**src/design/bus_params.svh**
```systemverilog
`ifndef BUS_PARAMS_SVH
`define BUS_PARAMS_SVH

// bus widths, fixed by the ISA
`define BUS_ADDR_W 32
`define BUS_DATA_W 32
`define BUS_STRB_W 4

// core-local timer window
`define CLINT_BASE 32'h0200_0000
`define CLINT_SPAN 32'h0001_0000

// register offsets inside the window
`define CLINT_MTIME_LO 32'h0000_BFF8
`define CLINT_MTIME_HI 32'h0000_BFFC

// AXI response codes
`define AXI_RESP_OKAY   2'b00
`define AXI_RESP_SLVERR 2'b10

`endif
```
**src/design/bus_pkg.sv**
```systemverilog
`default_nettype none
`include "bus_params.svh"

package bus_pkg;

	// AXI size encoding
	typedef enum logic [2:0] {
		SZ_BYTE = 3'd0,
		SZ_HALF = 3'd1,
		SZ_WORD = 3'd2
	} xfer_size_e;

	typedef struct packed {
		logic [`BUS_ADDR_W-1:0] addr;
		logic [`BUS_DATA_W-1:0] wdata;
		logic [`BUS_STRB_W-1:0] wstrb;
		xfer_size_e             size;
		logic                   we;
	} bus_req_t;

	typedef struct packed {
		logic [`BUS_DATA_W-1:0] rdata;
		logic                   err;
	} bus_rsp_t;

	// shared by AW and AR
	typedef struct packed {
		logic [`BUS_ADDR_W-1:0] addr;
		xfer_size_e             size;
	} axi_addr_t;

	typedef struct packed {
		logic [`BUS_DATA_W-1:0] data;
		logic [`BUS_STRB_W-1:0] strb;
	} axi_wdata_t;

	typedef struct packed {
		logic [`BUS_DATA_W-1:0] data;
		logic [1:0]             resp;
	} axi_rdata_t;

	typedef enum logic [1:0] {
		ARB_IDLE,
		ARB_INST,
		ARB_DATA
	} arb_state_e;

	typedef enum logic [2:0] {
		BR_IDLE,
		BR_WRITE,
		BR_BRESP,
		BR_AREQ,
		BR_RDATA
	} bridge_state_e;

	typedef enum logic {
		TGT_AXI,
		TGT_CLINT
	} target_e;

endpackage

`default_nettype wire

```
**src/design/core_bus.sv**
```systemverilog
`timescale 1ns/100ps
`default_nettype none

module core_bus
	import bus_pkg::*;
(
	input  wire                    clock,
	input  wire                    rst_i,
	input  wire                    inst_valid_i,
	input  wire [31:0]             inst_addr_i,
	output logic                   inst_ready_o,
	output logic                   inst_rsp_valid_o,
	output bus_rsp_t               inst_rsp_o,
	input  wire                    data_valid_i,
	input  bus_req_t               data_req_i,
	output logic                   data_ready_o,
	output logic                   data_rsp_valid_o,
	output bus_rsp_t               data_rsp_o,
	output logic                   awvalid_o,
	output axi_addr_t              aw_o,
	input  wire                    awready_i,
	output logic                   wvalid_o,
	output axi_wdata_t             w_o,
	input  wire                    wready_i,
	input  wire                    bvalid_i,
	input  wire [1:0]              bresp_i,
	output logic                   bready_o,
	output logic                   arvalid_o,
	output axi_addr_t              ar_o,
	input  wire                    arready_i,
	input  wire                    rvalid_i,
	input  axi_rdata_t             r_i,
	output logic                   rready_o
);

	bus_req_t inst_req;
	bus_req_t xreq;
	bus_rsp_t rsp;
	bus_rsp_t xrsp;
	bus_rsp_t clint_rsp;
	bus_rsp_t axi_rsp;
	logic     xreq_valid;
	logic     xreq_ready;
	logic     xrsp_valid;
	logic     clint_valid;
	logic     clint_ready;
	logic     clint_rsp_valid;
	logic     axi_valid;
	logic     axi_ready;
	logic     axi_rsp_valid;

	// fetch is a plain word read
	assign inst_req.addr  = inst_addr_i;
	assign inst_req.wdata = '0;
	assign inst_req.wstrb = '0;
	assign inst_req.size  = SZ_WORD;
	assign inst_req.we    = 1'b0;

	assign inst_rsp_o = rsp;
	assign data_rsp_o = rsp;

	bus_arbiter u_arbiter (
		.clock            (clock),
		.rst_i            (rst_i),
		.inst_valid_i     (inst_valid_i),
		.inst_req_i       (inst_req),
		.inst_ready_o     (inst_ready_o),
		.inst_rsp_valid_o (inst_rsp_valid_o),
		.data_valid_i     (data_valid_i),
		.data_req_i       (data_req_i),
		.data_ready_o     (data_ready_o),
		.data_rsp_valid_o (data_rsp_valid_o),
		.rsp_o            (rsp),
		.xreq_valid_o     (xreq_valid),
		.xreq_o           (xreq),
		.xreq_ready_i     (xreq_ready),
		.xrsp_valid_i     (xrsp_valid),
		.xrsp_i           (xrsp)
	);

	bus_xbar u_xbar (
		.clock             (clock),
		.rst_i             (rst_i),
		.req_valid_i       (xreq_valid),
		.req_i             (xreq),
		.req_ready_o       (xreq_ready),
		.rsp_valid_o       (xrsp_valid),
		.rsp_o             (xrsp),
		.clint_valid_o     (clint_valid),
		.clint_ready_i     (clint_ready),
		.clint_rsp_valid_i (clint_rsp_valid),
		.clint_rsp_i       (clint_rsp),
		.axi_valid_o       (axi_valid),
		.axi_ready_i       (axi_ready),
		.axi_rsp_valid_i   (axi_rsp_valid),
		.axi_rsp_i         (axi_rsp)
	);

	clint_timer u_clint (
		.clock       (clock),
		.rst_i       (rst_i),
		.req_valid_i (clint_valid),
		.req_i       (xreq),
		.req_ready_o (clint_ready),
		.rsp_valid_o (clint_rsp_valid),
		.rsp_o       (clint_rsp)
	);

	axi_lite_master u_axi (
		.clock       (clock),
		.rst_i       (rst_i),
		.req_valid_i (axi_valid),
		.req_i       (xreq),
		.req_ready_o (axi_ready),
		.rsp_valid_o (axi_rsp_valid),
		.rsp_o       (axi_rsp),
		.awvalid_o   (awvalid_o),
		.aw_o        (aw_o),
		.awready_i   (awready_i),
		.wvalid_o    (wvalid_o),
		.w_o         (w_o),
		.wready_i    (wready_i),
		.bvalid_i    (bvalid_i),
		.bresp_i     (bresp_i),
		.bready_o    (bready_o),
		.arvalid_o   (arvalid_o),
		.ar_o        (ar_o),
		.arready_i   (arready_i),
		.rvalid_i    (rvalid_i),
		.r_i         (r_i),
		.rready_o    (rready_o)
	);

endmodule

`default_nettype wire

```
**src/design/axi_lite_master.sv**
```systemverilog
`timescale 1ns/100ps
`default_nettype none
`include "bus_params.svh"

module axi_lite_master
	import bus_pkg::*;
(
	input  wire        clock,
	input  wire        rst_i,
	input  wire        req_valid_i,
	input  bus_req_t   req_i,
	output logic       req_ready_o,
	output logic       rsp_valid_o,
	output bus_rsp_t   rsp_o,
	output logic       awvalid_o,
	output axi_addr_t  aw_o,
	input  wire        awready_i,
	output logic       wvalid_o,
	output axi_wdata_t w_o,
	input  wire        wready_i,
	input  wire        bvalid_i,
	input  wire [1:0]  bresp_i,
	output logic       bready_o,
	output logic       arvalid_o,
	output axi_addr_t  ar_o,
	input  wire        arready_i,
	input  wire        rvalid_i,
	input  axi_rdata_t r_i,
	output logic       rready_o
);

	bridge_state_e state_q;
	logic          aw_done_q;
	logic          w_done_q;
	logic          aw_hs;
	logic          w_hs;
	axi_addr_t     addr_q;
	axi_wdata_t    wdata_q;

	assign req_ready_o = (state_q == BR_IDLE);

	// same address register serves both address channels
	assign aw_o = addr_q;
	assign ar_o = addr_q;
	assign w_o  = wdata_q;

	assign awvalid_o = (state_q == BR_WRITE) && !aw_done_q;
	assign wvalid_o  = (state_q == BR_WRITE) && !w_done_q;
	assign bready_o  = (state_q == BR_BRESP);
	assign arvalid_o = (state_q == BR_AREQ);
	assign rready_o  = (state_q == BR_RDATA);

	assign aw_hs = awvalid_o && awready_i;
	assign w_hs  = wvalid_o && wready_i;

	always_ff @(posedge clock) begin
		if (rst_i) begin
			state_q     <= BR_IDLE;
			aw_done_q   <= 1'b0;
			w_done_q    <= 1'b0;
			rsp_valid_o <= 1'b0;
		end else begin
			rsp_valid_o <= 1'b0;
			case (state_q)
				BR_IDLE: begin
					aw_done_q <= 1'b0;
					w_done_q  <= 1'b0;
					if (req_valid_i) begin
						state_q <= req_i.we ? BR_WRITE : BR_AREQ;
					end
				end
				BR_WRITE: begin
					// AW and W may finish in either order
					aw_done_q <= aw_done_q || aw_hs;
					w_done_q  <= w_done_q || w_hs;
					if ((aw_done_q || aw_hs) && (w_done_q || w_hs)) begin
						state_q <= BR_BRESP;
					end
				end
				BR_BRESP: begin
					if (bvalid_i) begin
						state_q     <= BR_IDLE;
						rsp_valid_o <= 1'b1;
					end
				end
				BR_AREQ: begin
					if (arready_i) begin
						state_q <= BR_RDATA;
					end
				end
				BR_RDATA: begin
					if (rvalid_i) begin
						state_q     <= BR_IDLE;
						rsp_valid_o <= 1'b1;
					end
				end
				default: begin
					state_q <= BR_IDLE;
				end
			endcase
		end
	end

	always_ff @(posedge clock) begin
		if (req_valid_i && req_ready_o) begin
			addr_q.addr   <= req_i.addr;
			addr_q.size   <= req_i.size;
			wdata_q.data  <= req_i.wdata;
			wdata_q.strb  <= req_i.wstrb;
		end
		if (bready_o && bvalid_i) begin
			rsp_o.rdata <= '0;
			rsp_o.err   <= (bresp_i != `AXI_RESP_OKAY);
		end else if (rready_o && rvalid_i) begin
			rsp_o.rdata <= r_i.data;
			rsp_o.err   <= (r_i.resp != `AXI_RESP_OKAY);
		end
	end

endmodule

`default_nettype wire

```
**src/design/clint_timer.sv**
```systemverilog
`timescale 1ns/100ps
`default_nettype none
`include "bus_params.svh"

module clint_timer
	import bus_pkg::*;
(
	input  wire      clock,
	input  wire      rst_i,
	input  wire      req_valid_i,
	input  bus_req_t req_i,
	output logic     req_ready_o,
	output logic     rsp_valid_o,
	output bus_rsp_t rsp_o
);

	logic [63:0]            mtime_q;
	logic [`BUS_ADDR_W-1:0] offset;

	assign offset = req_i.addr - `CLINT_BASE;

	// one request at a time, busy while the answer is out
	assign req_ready_o = !rsp_valid_o;

	// free-running, read only from the bus
	always_ff @(posedge clock) begin
		if (rst_i) begin
			mtime_q <= 64'd0;
		end else begin
			mtime_q <= mtime_q + 64'd1;
		end
	end

	always_ff @(posedge clock) begin
		if (rst_i) begin
			rsp_valid_o <= 1'b0;
		end else begin
			rsp_valid_o <= req_valid_i && req_ready_o;
		end
	end

	// sample mtime as seen at the accepting edge
	always_ff @(posedge clock) begin
		if (req_valid_i && req_ready_o) begin
			rsp_o.rdata <= '0;
			rsp_o.err   <= 1'b1;
			if (!req_i.we && offset == `CLINT_MTIME_LO) begin
				rsp_o.rdata <= mtime_q[31:0];
				rsp_o.err   <= 1'b0;
			end else if (!req_i.we && offset == `CLINT_MTIME_HI) begin
				rsp_o.rdata <= mtime_q[63:32];
				rsp_o.err   <= 1'b0;
			end
		end
	end

endmodule

`default_nettype wire

```
**src/design/bus_xbar.sv**
```systemverilog
`timescale 1ns/100ps
`default_nettype none
`include "bus_params.svh"

module bus_xbar
	import bus_pkg::*;
(
	input  wire      clock,
	input  wire      rst_i,
	input  wire      req_valid_i,
	input  bus_req_t req_i,
	output logic     req_ready_o,
	output logic     rsp_valid_o,
	output bus_rsp_t rsp_o,
	output logic     clint_valid_o,
	input  wire      clint_ready_i,
	input  wire      clint_rsp_valid_i,
	input  bus_rsp_t clint_rsp_i,
	output logic     axi_valid_o,
	input  wire      axi_ready_i,
	input  wire      axi_rsp_valid_i,
	input  bus_rsp_t axi_rsp_i
);

	logic    hit_clint;
	target_e tgt_q;

	// address window decode
	assign hit_clint = (req_i.addr >= `CLINT_BASE) &&
		(req_i.addr < (`CLINT_BASE + `CLINT_SPAN));

	assign clint_valid_o = req_valid_i && hit_clint;
	assign axi_valid_o   = req_valid_i && !hit_clint;
	assign req_ready_o   = hit_clint ? clint_ready_i : axi_ready_i;

	// remember who owns the transaction in flight
	always_ff @(posedge clock) begin
		if (rst_i) begin
			tgt_q <= TGT_AXI;
		end else if (req_valid_i && req_ready_o) begin
			tgt_q <= hit_clint ? TGT_CLINT : TGT_AXI;
		end
	end

	assign rsp_valid_o = (tgt_q == TGT_CLINT) ? clint_rsp_valid_i : axi_rsp_valid_i;
	assign rsp_o       = (tgt_q == TGT_CLINT) ? clint_rsp_i : axi_rsp_i;

endmodule

`default_nettype wire

```
**src/design/bus_arbiter.sv**
```systemverilog
`timescale 1ns/100ps
`default_nettype none

module bus_arbiter
	import bus_pkg::*;
(
	input  wire      clock,
	input  wire      rst_i,
	input  wire      inst_valid_i,
	input  bus_req_t inst_req_i,
	output logic     inst_ready_o,
	output logic     inst_rsp_valid_o,
	input  wire      data_valid_i,
	input  bus_req_t data_req_i,
	output logic     data_ready_o,
	output logic     data_rsp_valid_o,
	output bus_rsp_t rsp_o,
	output logic     xreq_valid_o,
	output bus_req_t xreq_o,
	input  wire      xreq_ready_i,
	input  wire      xrsp_valid_i,
	input  bus_rsp_t xrsp_i
);

	arb_state_e state_q;
	logic       sent_q;
	bus_req_t   req_q;

	// data port wins when both are valid
	assign data_ready_o = (state_q == ARB_IDLE);
	assign inst_ready_o = (state_q == ARB_IDLE) && !data_valid_i;

	assign xreq_valid_o = (state_q != ARB_IDLE) && !sent_q;
	assign xreq_o       = req_q;

	// payload is shared, only the owner sees the pulse
	assign rsp_o            = xrsp_i;
	assign inst_rsp_valid_o = (state_q == ARB_INST) && xrsp_valid_i;
	assign data_rsp_valid_o = (state_q == ARB_DATA) && xrsp_valid_i;

	always_ff @(posedge clock) begin
		if (rst_i) begin
			state_q <= ARB_IDLE;
			sent_q  <= 1'b0;
		end else begin
			case (state_q)
				ARB_IDLE: begin
					if (data_valid_i) begin
						state_q <= ARB_DATA;
					end else if (inst_valid_i) begin
						state_q <= ARB_INST;
					end
				end
				default: begin
					if (xreq_valid_o && xreq_ready_i) begin
						sent_q <= 1'b1;
					end
					// back to idle once the owner has its response
					if (xrsp_valid_i) begin
						state_q <= ARB_IDLE;
						sent_q  <= 1'b0;
					end
				end
			endcase
		end
	end

	// capture the winning request
	always_ff @(posedge clock) begin
		if (data_ready_o && data_valid_i) begin
			req_q <= data_req_i;
		end else if (inst_ready_o && inst_valid_i) begin
			req_q <= inst_req_i;
		end
	end

endmodule

`default_nettype wire

```
**config.mk**
```make
export PLATFORM = sky130hd
export DESIGN_NAME = core_bus
export DESIGN_NICKNAME = d
export VERILOG_FILES = /design/src/design/bus_pkg.sv /design/src/design/core_bus.sv /design/src/design/axi_lite_master.sv /design/src/design/clint_timer.sv /design/src/design/bus_xbar.sv /design/src/design/bus_arbiter.sv
export VERILOG_INCLUDE_DIRS = /design/src /design/src/design
export SDC_FILE = /design/constraint.sdc
export NUM_CORES = 1
export LEC_CHECK = 0
export BUFFER_PORTS_ARGS = -buffer_cell sky130_fd_sc_hd__buf_2
export CAP_MARGIN = 20
export CORE_ASPECT_RATIO = 0.5
export CORE_UTILIZATION = 53
export DETAILED_ROUTE_END_ITERATION = 10
export PLACE_DENSITY = 0.93
export SLEW_MARGIN = 30
export SYNTH_ARGS = -nofsm -noshare
export SYNTH_HDL_FRONTEND = slang
export SYNTH_SLANG_ARGS = --single-unit
```
**constraint.sdc**
```tcl
create_clock -name clock -period 4.1 [get_ports clock]
set_input_delay 0.615 -clock clock [delete_from_list [all_inputs] [get_ports clock]]
set_output_delay 0.615 -clock clock [all_outputs]
set_load 0.005 [all_outputs]
```
==> impl_metrics.yaml, run 1 <==
status:
  run_status: "finished clean"
routing:
  drc: 0
  via_per_inst: 5.62
  routed-wl-met2_um: 14900
  routed-wl-met3_um: 1540
  antenna_left: 0
  vias: 8867
  first_pass_iters: 5
  drt-initial-drc-count: 634
  met1_length_um: 11600
  routed.top_layer: "met4"
  routed_wl_um: 28600
  routedWlPerCell_um: 18.1
timing:
  fmax_ghz: 0.334
  period_share: 0.731
  worst_slew_pin_slew_ps: 928
  setup_viol: 0
  slew_headroom: 0.381
  grt_setup_unrepaired: "no"
  fin_crit_ps: 3000
  fin_hold_ws_ps: 325
  fin_skew_ps: 18.9
  final_hold_viol_count: 0
  fin_ws_ps: 1100
  drv_slew: 0
  tns_ps: 0
worst_setup_path:
  path_cells: "buf_4 > mux2_2 > buf_2"
  cpPeakStageDelay_ps: 870
  r2r-start: "u_clint.mtime_q[26]$_SDFF_PP0_"
  cp.arrival_ps: 2380
  path_max_fanout: 19
  rr_endpoint: "u_clint.mtime_q[61]$_SDFF_PP0_"
  rrSetupSlack_ps: 1230
  rr_worst_depth: 5
  crit_slowest_cell: "dfxtp_1"
  worst-setup-path-type: "reg -> out"
  worstPathRequired_ps: 3480
  endpoint_kind: "output pin"
  critPathLaunchType: "register"
die:
  initial_core_util: 0.550
  design.die.area_sq_mm: 0.0235
  rows: 38
  design.core.area_sq_mm: 0.0220
  fp.dieW_um: 216
  die_h_um: 109
  ios: 330
clocking:
  clock_path_buffers: 3
  cts_root_buf: "clkbuf_16"
  hold_buffers: 0
  cts_resized: 0
  numCtsBuffers: 25
  cts_tree: "done"
  post_cts_buffers: 0
  htree_levels: 1
  clk_pin_slew_ps: 70
  clock_latency_ps: 520
  cts_sinks: 284
placed_design:
  numPortBuffers: 329
  place_worst_setup_slack_ps: 1220
  hpwl_um: 20300
  routabilityCongestion: 0.844
  place_inst: 1534
  dpl_cell_area_sq_mm: 0.0135
logic_synthesis:
  avgSynthCellArea_sq_um: 11.9
  ys_ff_latch: 284
  ys_warn_count: 0
  syn_nets: 1168
  async_flop_share: 0
  synthSimpleGateAreaFrac: 0.153
  ys_types: 45
  synthCells: 1017
  synth-xor-area-share: 0.0203
  synth_top_family_by_area: "simple AND/OR/NAND/NOR gates"
  ys_seq_area_frac: 0.616
  synth_edf_count: 177
  synth_compound_area_frac: 0.0562
  synthAdderAreaFrac: 0.00207
  synth.area.mux_share: 0.0896
  synthFlopType: "edfxtp_1"
  syn_area_sq_mm: 0.0121
power:
  p_total_mw: 6.65
  peakVddDrop_uv: 326
  power.leakage_nw: 5.67
  power_density_mw_per_mm2: 465
job:
  drv_cap: 0
final_layout:
  post-route-cell-area_sq_mm: 0.0143
  final_cell_count_no_fill: 1579
  utilization: 0.649
  final_cell_mix: "buf_2, edfxtp_1, dfxtp_1"
  drive_gt1_frac: 0.354
  antenna-diode-count: 0
  nNetsFinal: 1413
  area_growth_pct: 18.1
  layout_commonest_cell: "buf_2"
global_routing:
  grt_pass1_vias: 8713
  grt_overflow: 0
  antenna_found_initial: 0
  grt_start_max_net_pins: 73
  grt_usage: 0.236
  grt_pass1_wl_um: 43900
hold_path:
  hold_depth: 3
  hp-class: "in -> reg"
  holdCritStartpoint: "r_i[24]"
  holdPathEnd: "u_axi.rsp_o[23]$_SDFFE_PP0P_"
## cell families (layout without fill, tap and decap cells)
logic type / Yosys count / in the layout
buffers and inverters: 133 / 395
and+or+nand+nor: 351 / 351
AOI/OAI and AO/OA: 119 / 119
DFF: 284 / 284
adders and majority gates: 2 / 2
xor gates and xnor gates: 28 / 28
muxes: 100 / 100
## worst max-delay path, delay by kind of cell, from the launching register on
kind     cells  cell delay, ps
buf+inv      2             560
flops        1             870
mux          1             420
## cell usage after synthesis (2+ instances only)
library cell  number  area, sq um
dfxtp_1          107         2140
o21ai_0           14         70.1
nand2_1           86          323
buf_1              3         11.3
o41ai_1            2         17.5
nor3b_1            5         37.5
o31ai_1           23          173
xor2_1            18          158
inv_1             11         41.3
nand2b_1           4         25.0
or4b_1             2         20.0
xnor2_1           10         87.6
or3_1              9         56.3
and2_1             5         31.3
nor3_1            14         70.1
mux2i_1           33          330
nand4b_1           2         17.5
a21oi_1           73          365
edfxtp_1         177         5320
nand4_1           28          175
nand3_1           22          110
nor4_1             4         25.0
nor2_1            80          300
ha_1               2         25.0
buf_4             68          510
and4_1             8         70.1
clkbuf_1          49          184
nor2b_1            4         25.0
mux2_2            67          754
and3_1            48          300
or4_1             25          188
## sequential cells by signal, summed over array words and instances (netlist names)
register             cells
u_axi.rsp_o             33
u_clint.rsp_valid_o      1
u_axi.w_done_q           1
u_axi.state_q            3
u_axi.rsp_valid_o        1
u_axi.aw_done_q          1
u_clint.rsp_o           33
u_arbiter.sent_q         1
u_axi.w_o               36
u_arbiter.state_q        2
u_axi.ar_o              35
u_arbiter.xreq_o        72
u_xbar.tgt_q             1
u_clint.mtime_q         64
## layer usage
layer / vias up / track usage
met4: 0 / 0.0760
met2: 346 / 0.433
met1: 4312 / 0.289
li1: 4146 / -
met3: 63 / 0.0349
met5: - / 0
## worst max path at each step
| stage | cells after the start | slack [ps] | start | end |
|---|---|---|---|---|
| final | 3 | 1100 | u_xbar.tgt_q$_SDFFE_PP0P_ | inst_rsp_o[30] |
| after global routing | 5 | 1030 | u_arbiter.xreq_o[56]$_DFFE_PP_ | u_axi.w_o[12]$_DFFE_PP_ |
| after CTS | 3 | 1140 | u_xbar.tgt_q$_SDFFE_PP0P_ | data_rsp_o[30] |
| after detailed placement | 6 | 1220 | u_arbiter.xreq_o[57]$_DFFE_PP_ | u_clint.rsp_o[15]$_DFFE_PP_ |
| after global placement | 6 | 1300 | u_arbiter.xreq_o[57]$_DFFE_PP_ | u_clint.rsp_o[15]$_DFFE_PP_ |
| after floorplan | 3 | 1040 | u_arbiter.state_q[0]$_SDFFE_PP0P_ | u_arbiter.xreq_o[0]$_SDFFCE_PN0P_ |
## power breakdown
part           total (mW)  switching [mW]  internal (mW)
Clock                2.27            1.01           1.26
Combinational       0.856           0.460          0.396
Sequential           3.52           0.135           3.39
## layout make-up
class / count / area (sq um)
Fill cell: 1589 / 7720
Multi-Input combinational cell: 600 / 3910
Timing Repair Buffer: 340 / 1740
Inverter: 11 / 41.3
Tap cell: 300 / 375
Clock buffer: 29 / 651
Clock inverter: 15 / 125
Sequential cell: 284 / 7460
Note: power is estimated with default switching activity, not from simulation.
==> run 2, diff against run 1 <==
==> constraint.sdc (replaced) <==
create_clock -name clock -period 3.02 [get_ports clock]
set_input_delay 0.453 -clock clock [delete_from_list [all_inputs] [get_ports clock]]
set_output_delay 0.453 -clock clock [all_outputs]
set_load 0.005 [all_outputs]
==> run 2 against run 1 <==
Effect of this change:
- final cell count rose by 0.95%
- critical path depth rose by 3
- critical endpoint is now u_clint.rsp_o[20]$_DFFE_PP_
- via count fell by 0.33%
==> impl_metrics.yaml, run 2 (same netlist as run 1, synthesis figures left out) <==
worst_setup_path:
  r2r-start: "u_arbiter.xreq_o[57]$_DFFE_PP_"
  cp_top_family: "simple AND/OR/NAND/NOR gates"
  crit_slowest_cell: "or4_1"
  cpPeakStageDelay_ps: 490
  rr_worst_depth: 6
  worstPathRequired_ps: 3220
  cp.arrival_ps: 2940
  path_max_fanout: 20
  rr_endpoint: "u_clint.rsp_o[20]$_DFFE_PP_"
  worst-path-buf-inv: 2
  rrSetupSlack_ps: 280
  endpoint_kind: "register"
  critPathLaunchType: "register"
  crit_top_cell: "or4_1"
  worst-setup-path-type: "reg -> reg"
  path_cells: "nor4_1 > nand4_1 > or4_1 > or4_1 > inv_1 > buf_4"
global_routing:
  grt_start_max_net_pins: 54
  grt_usage: 0.234
  grt_pass1_vias: 8570
  antenna_found_initial: 1
  grt_pass1_wl_um: 43800
  grt_overflow: 0
power:
  power.leakage_nw: 5.77
  peakVddDrop_uv: 399
  power_density_mw_per_mm2: 636
clocking:
  clock_latency_ps: 520
  clk_pin_slew_ps: 70
  htree_levels: 1
  hold_buffers: 0
  cts_tree: "done"
  numCtsBuffers: 26
  clock_path_buffers: 3
  cts_sinks: 284
  cts_root_buf: "clkbuf_16"
  post_cts_buffers: 0
  cts_resized: 0
die:
  initial_core_util: 0.550
  rows: 38
  die_h_um: 109
  design.die.area_sq_mm: 0.0235
  ios: 330
  design.core.area_sq_mm: 0.0220
  fp.dieW_um: 216
hold_path:
  hp-class: "in -> reg"
  holdCritStartpoint: "r_i[26]"
  holdPathEnd: "u_axi.rsp_o[25]$_SDFFE_PP0P_"
  hold_depth: 3
placed_design:
  dpl_cell_area_sq_mm: 0.0136
  numPortBuffers: 329
  routabilityCongestion: 0.852
  hpwl_um: 20500
  place_worst_setup_slack_ps: 334
timing:
  worst_slew_pin_slew_ps: 696
  fin_crit_ps: 2740
  setup_viol: 0
  final_hold_viol_count: 0
  tns_ps: 0
  fmax_ghz: 0.365
  drv_slew: 0
  period_share: 0.907
  grt_setup_unrepaired: "no"
  fin_ws_ps: 281
  fin_skew_ps: 27.7
  slew_headroom: 0.536
final_layout:
  area_growth_pct: 19.6
  layout_commonest_cell: "buf_2"
  final_cell_mix: "buf_2, edfxtp_1, dfxtp_1"
  post-route-cell-area_sq_mm: 0.0145
  n_fill_cell: 1563
  largest_reg_flops: 72
  multi_input_area_sq_mm: 0.00389
  drive_gt1_frac: 0.360
  regArea_sq_mm: 0.00746
  nNetsFinal: 1425
status:
  run_status: "finished clean"
routing:
  routedWlPerCell_um: 18.0
  first_pass_iters: 5
  routed_wl_um: 28700
  drt-initial-drc-count: 876
  drc: 0
  vias: 8838
  antenna_left: 0
  via_per_inst: 5.54
job:
  drv_cap: 0
run 2: final cells by class:
cell class,instances,area share
Timing Repair Buffer,351,0.128
Tap cell,300,0.0259
Clock buffer,41,0.0559
Clock inverter,6,0.00294
Multi-Input combinational cell,600,0.269
Antenna cell,1,0.000173
Sequential cell,284,0.515
Inverter,11,0.00285
run 2: worst min-delay path, delay by kind of cell:
family / cells / cell delay [ps]
buffers and inverters: 1 / 100
and+or+nand+nor: 1 / 50
AOI/OAI and AO/OA: 1 / 50
run 2: worst max path at each step:
stage | to | from | cells after the start | slack (ps)
floorplan | u_axi.ar_o[0]$_DFFE_PP_ | u_axi.state_q[0]$_SDFFE_PP0P_ | 5 | 170
global placement | u_clint.rsp_o[16]$_DFFE_PP_ | u_arbiter.xreq_o[57]$_DFFE_PP_ | 6 | 360
detailed placement | u_clint.rsp_o[17]$_DFFE_PP_ | u_arbiter.xreq_o[56]$_DFFE_PP_ | 6 | 330
CTS | u_clint.rsp_o[20]$_DFFE_PP_ | u_arbiter.xreq_o[56]$_DFFE_PP_ | 6 | 310
global route | u_clint.rsp_o[20]$_DFFE_PP_ | u_arbiter.xreq_o[57]$_DFFE_PP_ | 6 | 120
finish | u_clint.rsp_o[20]$_DFFE_PP_ | u_arbiter.xreq_o[57]$_DFFE_PP_ | 6 | 280
run 2: stage by stage:
stage / power (mW) / utilization / cells / hold WS, ps
6_report: 9.21 / 0.657 / 1594 / 169
5_1_grt: 9.53 / 0.657 / 1594 / 155
4_1_cts: 9.24 / 0.657 / 1593 / 154
3_5_place_dp: 6.07 / 0.619 / 1546 / 405
3_3_place_gp: 5.99 / 0.619 / 1546 / 400
2_1_floorplan: 5.56 / - / 1017 / 400
run 2: where the power goes:
part | leakage (nW) | switching, mW | internal, mW
logic | 2.84 | 0.638 | 0.558
registers | 2.51 | 0.185 | 4.60
clock network | 0.419 | 1.38 | 1.85
total | 5.77 | 2.20 | 7.01
run 2: metal layers:
layer / GRT usage / share of wire
met2: 0.427 / 0.52
met3: 0.0351 / 0.047
met5: 0 / 0
met4: 0.0684 / 0.022
met1: 0.290 / 0.41
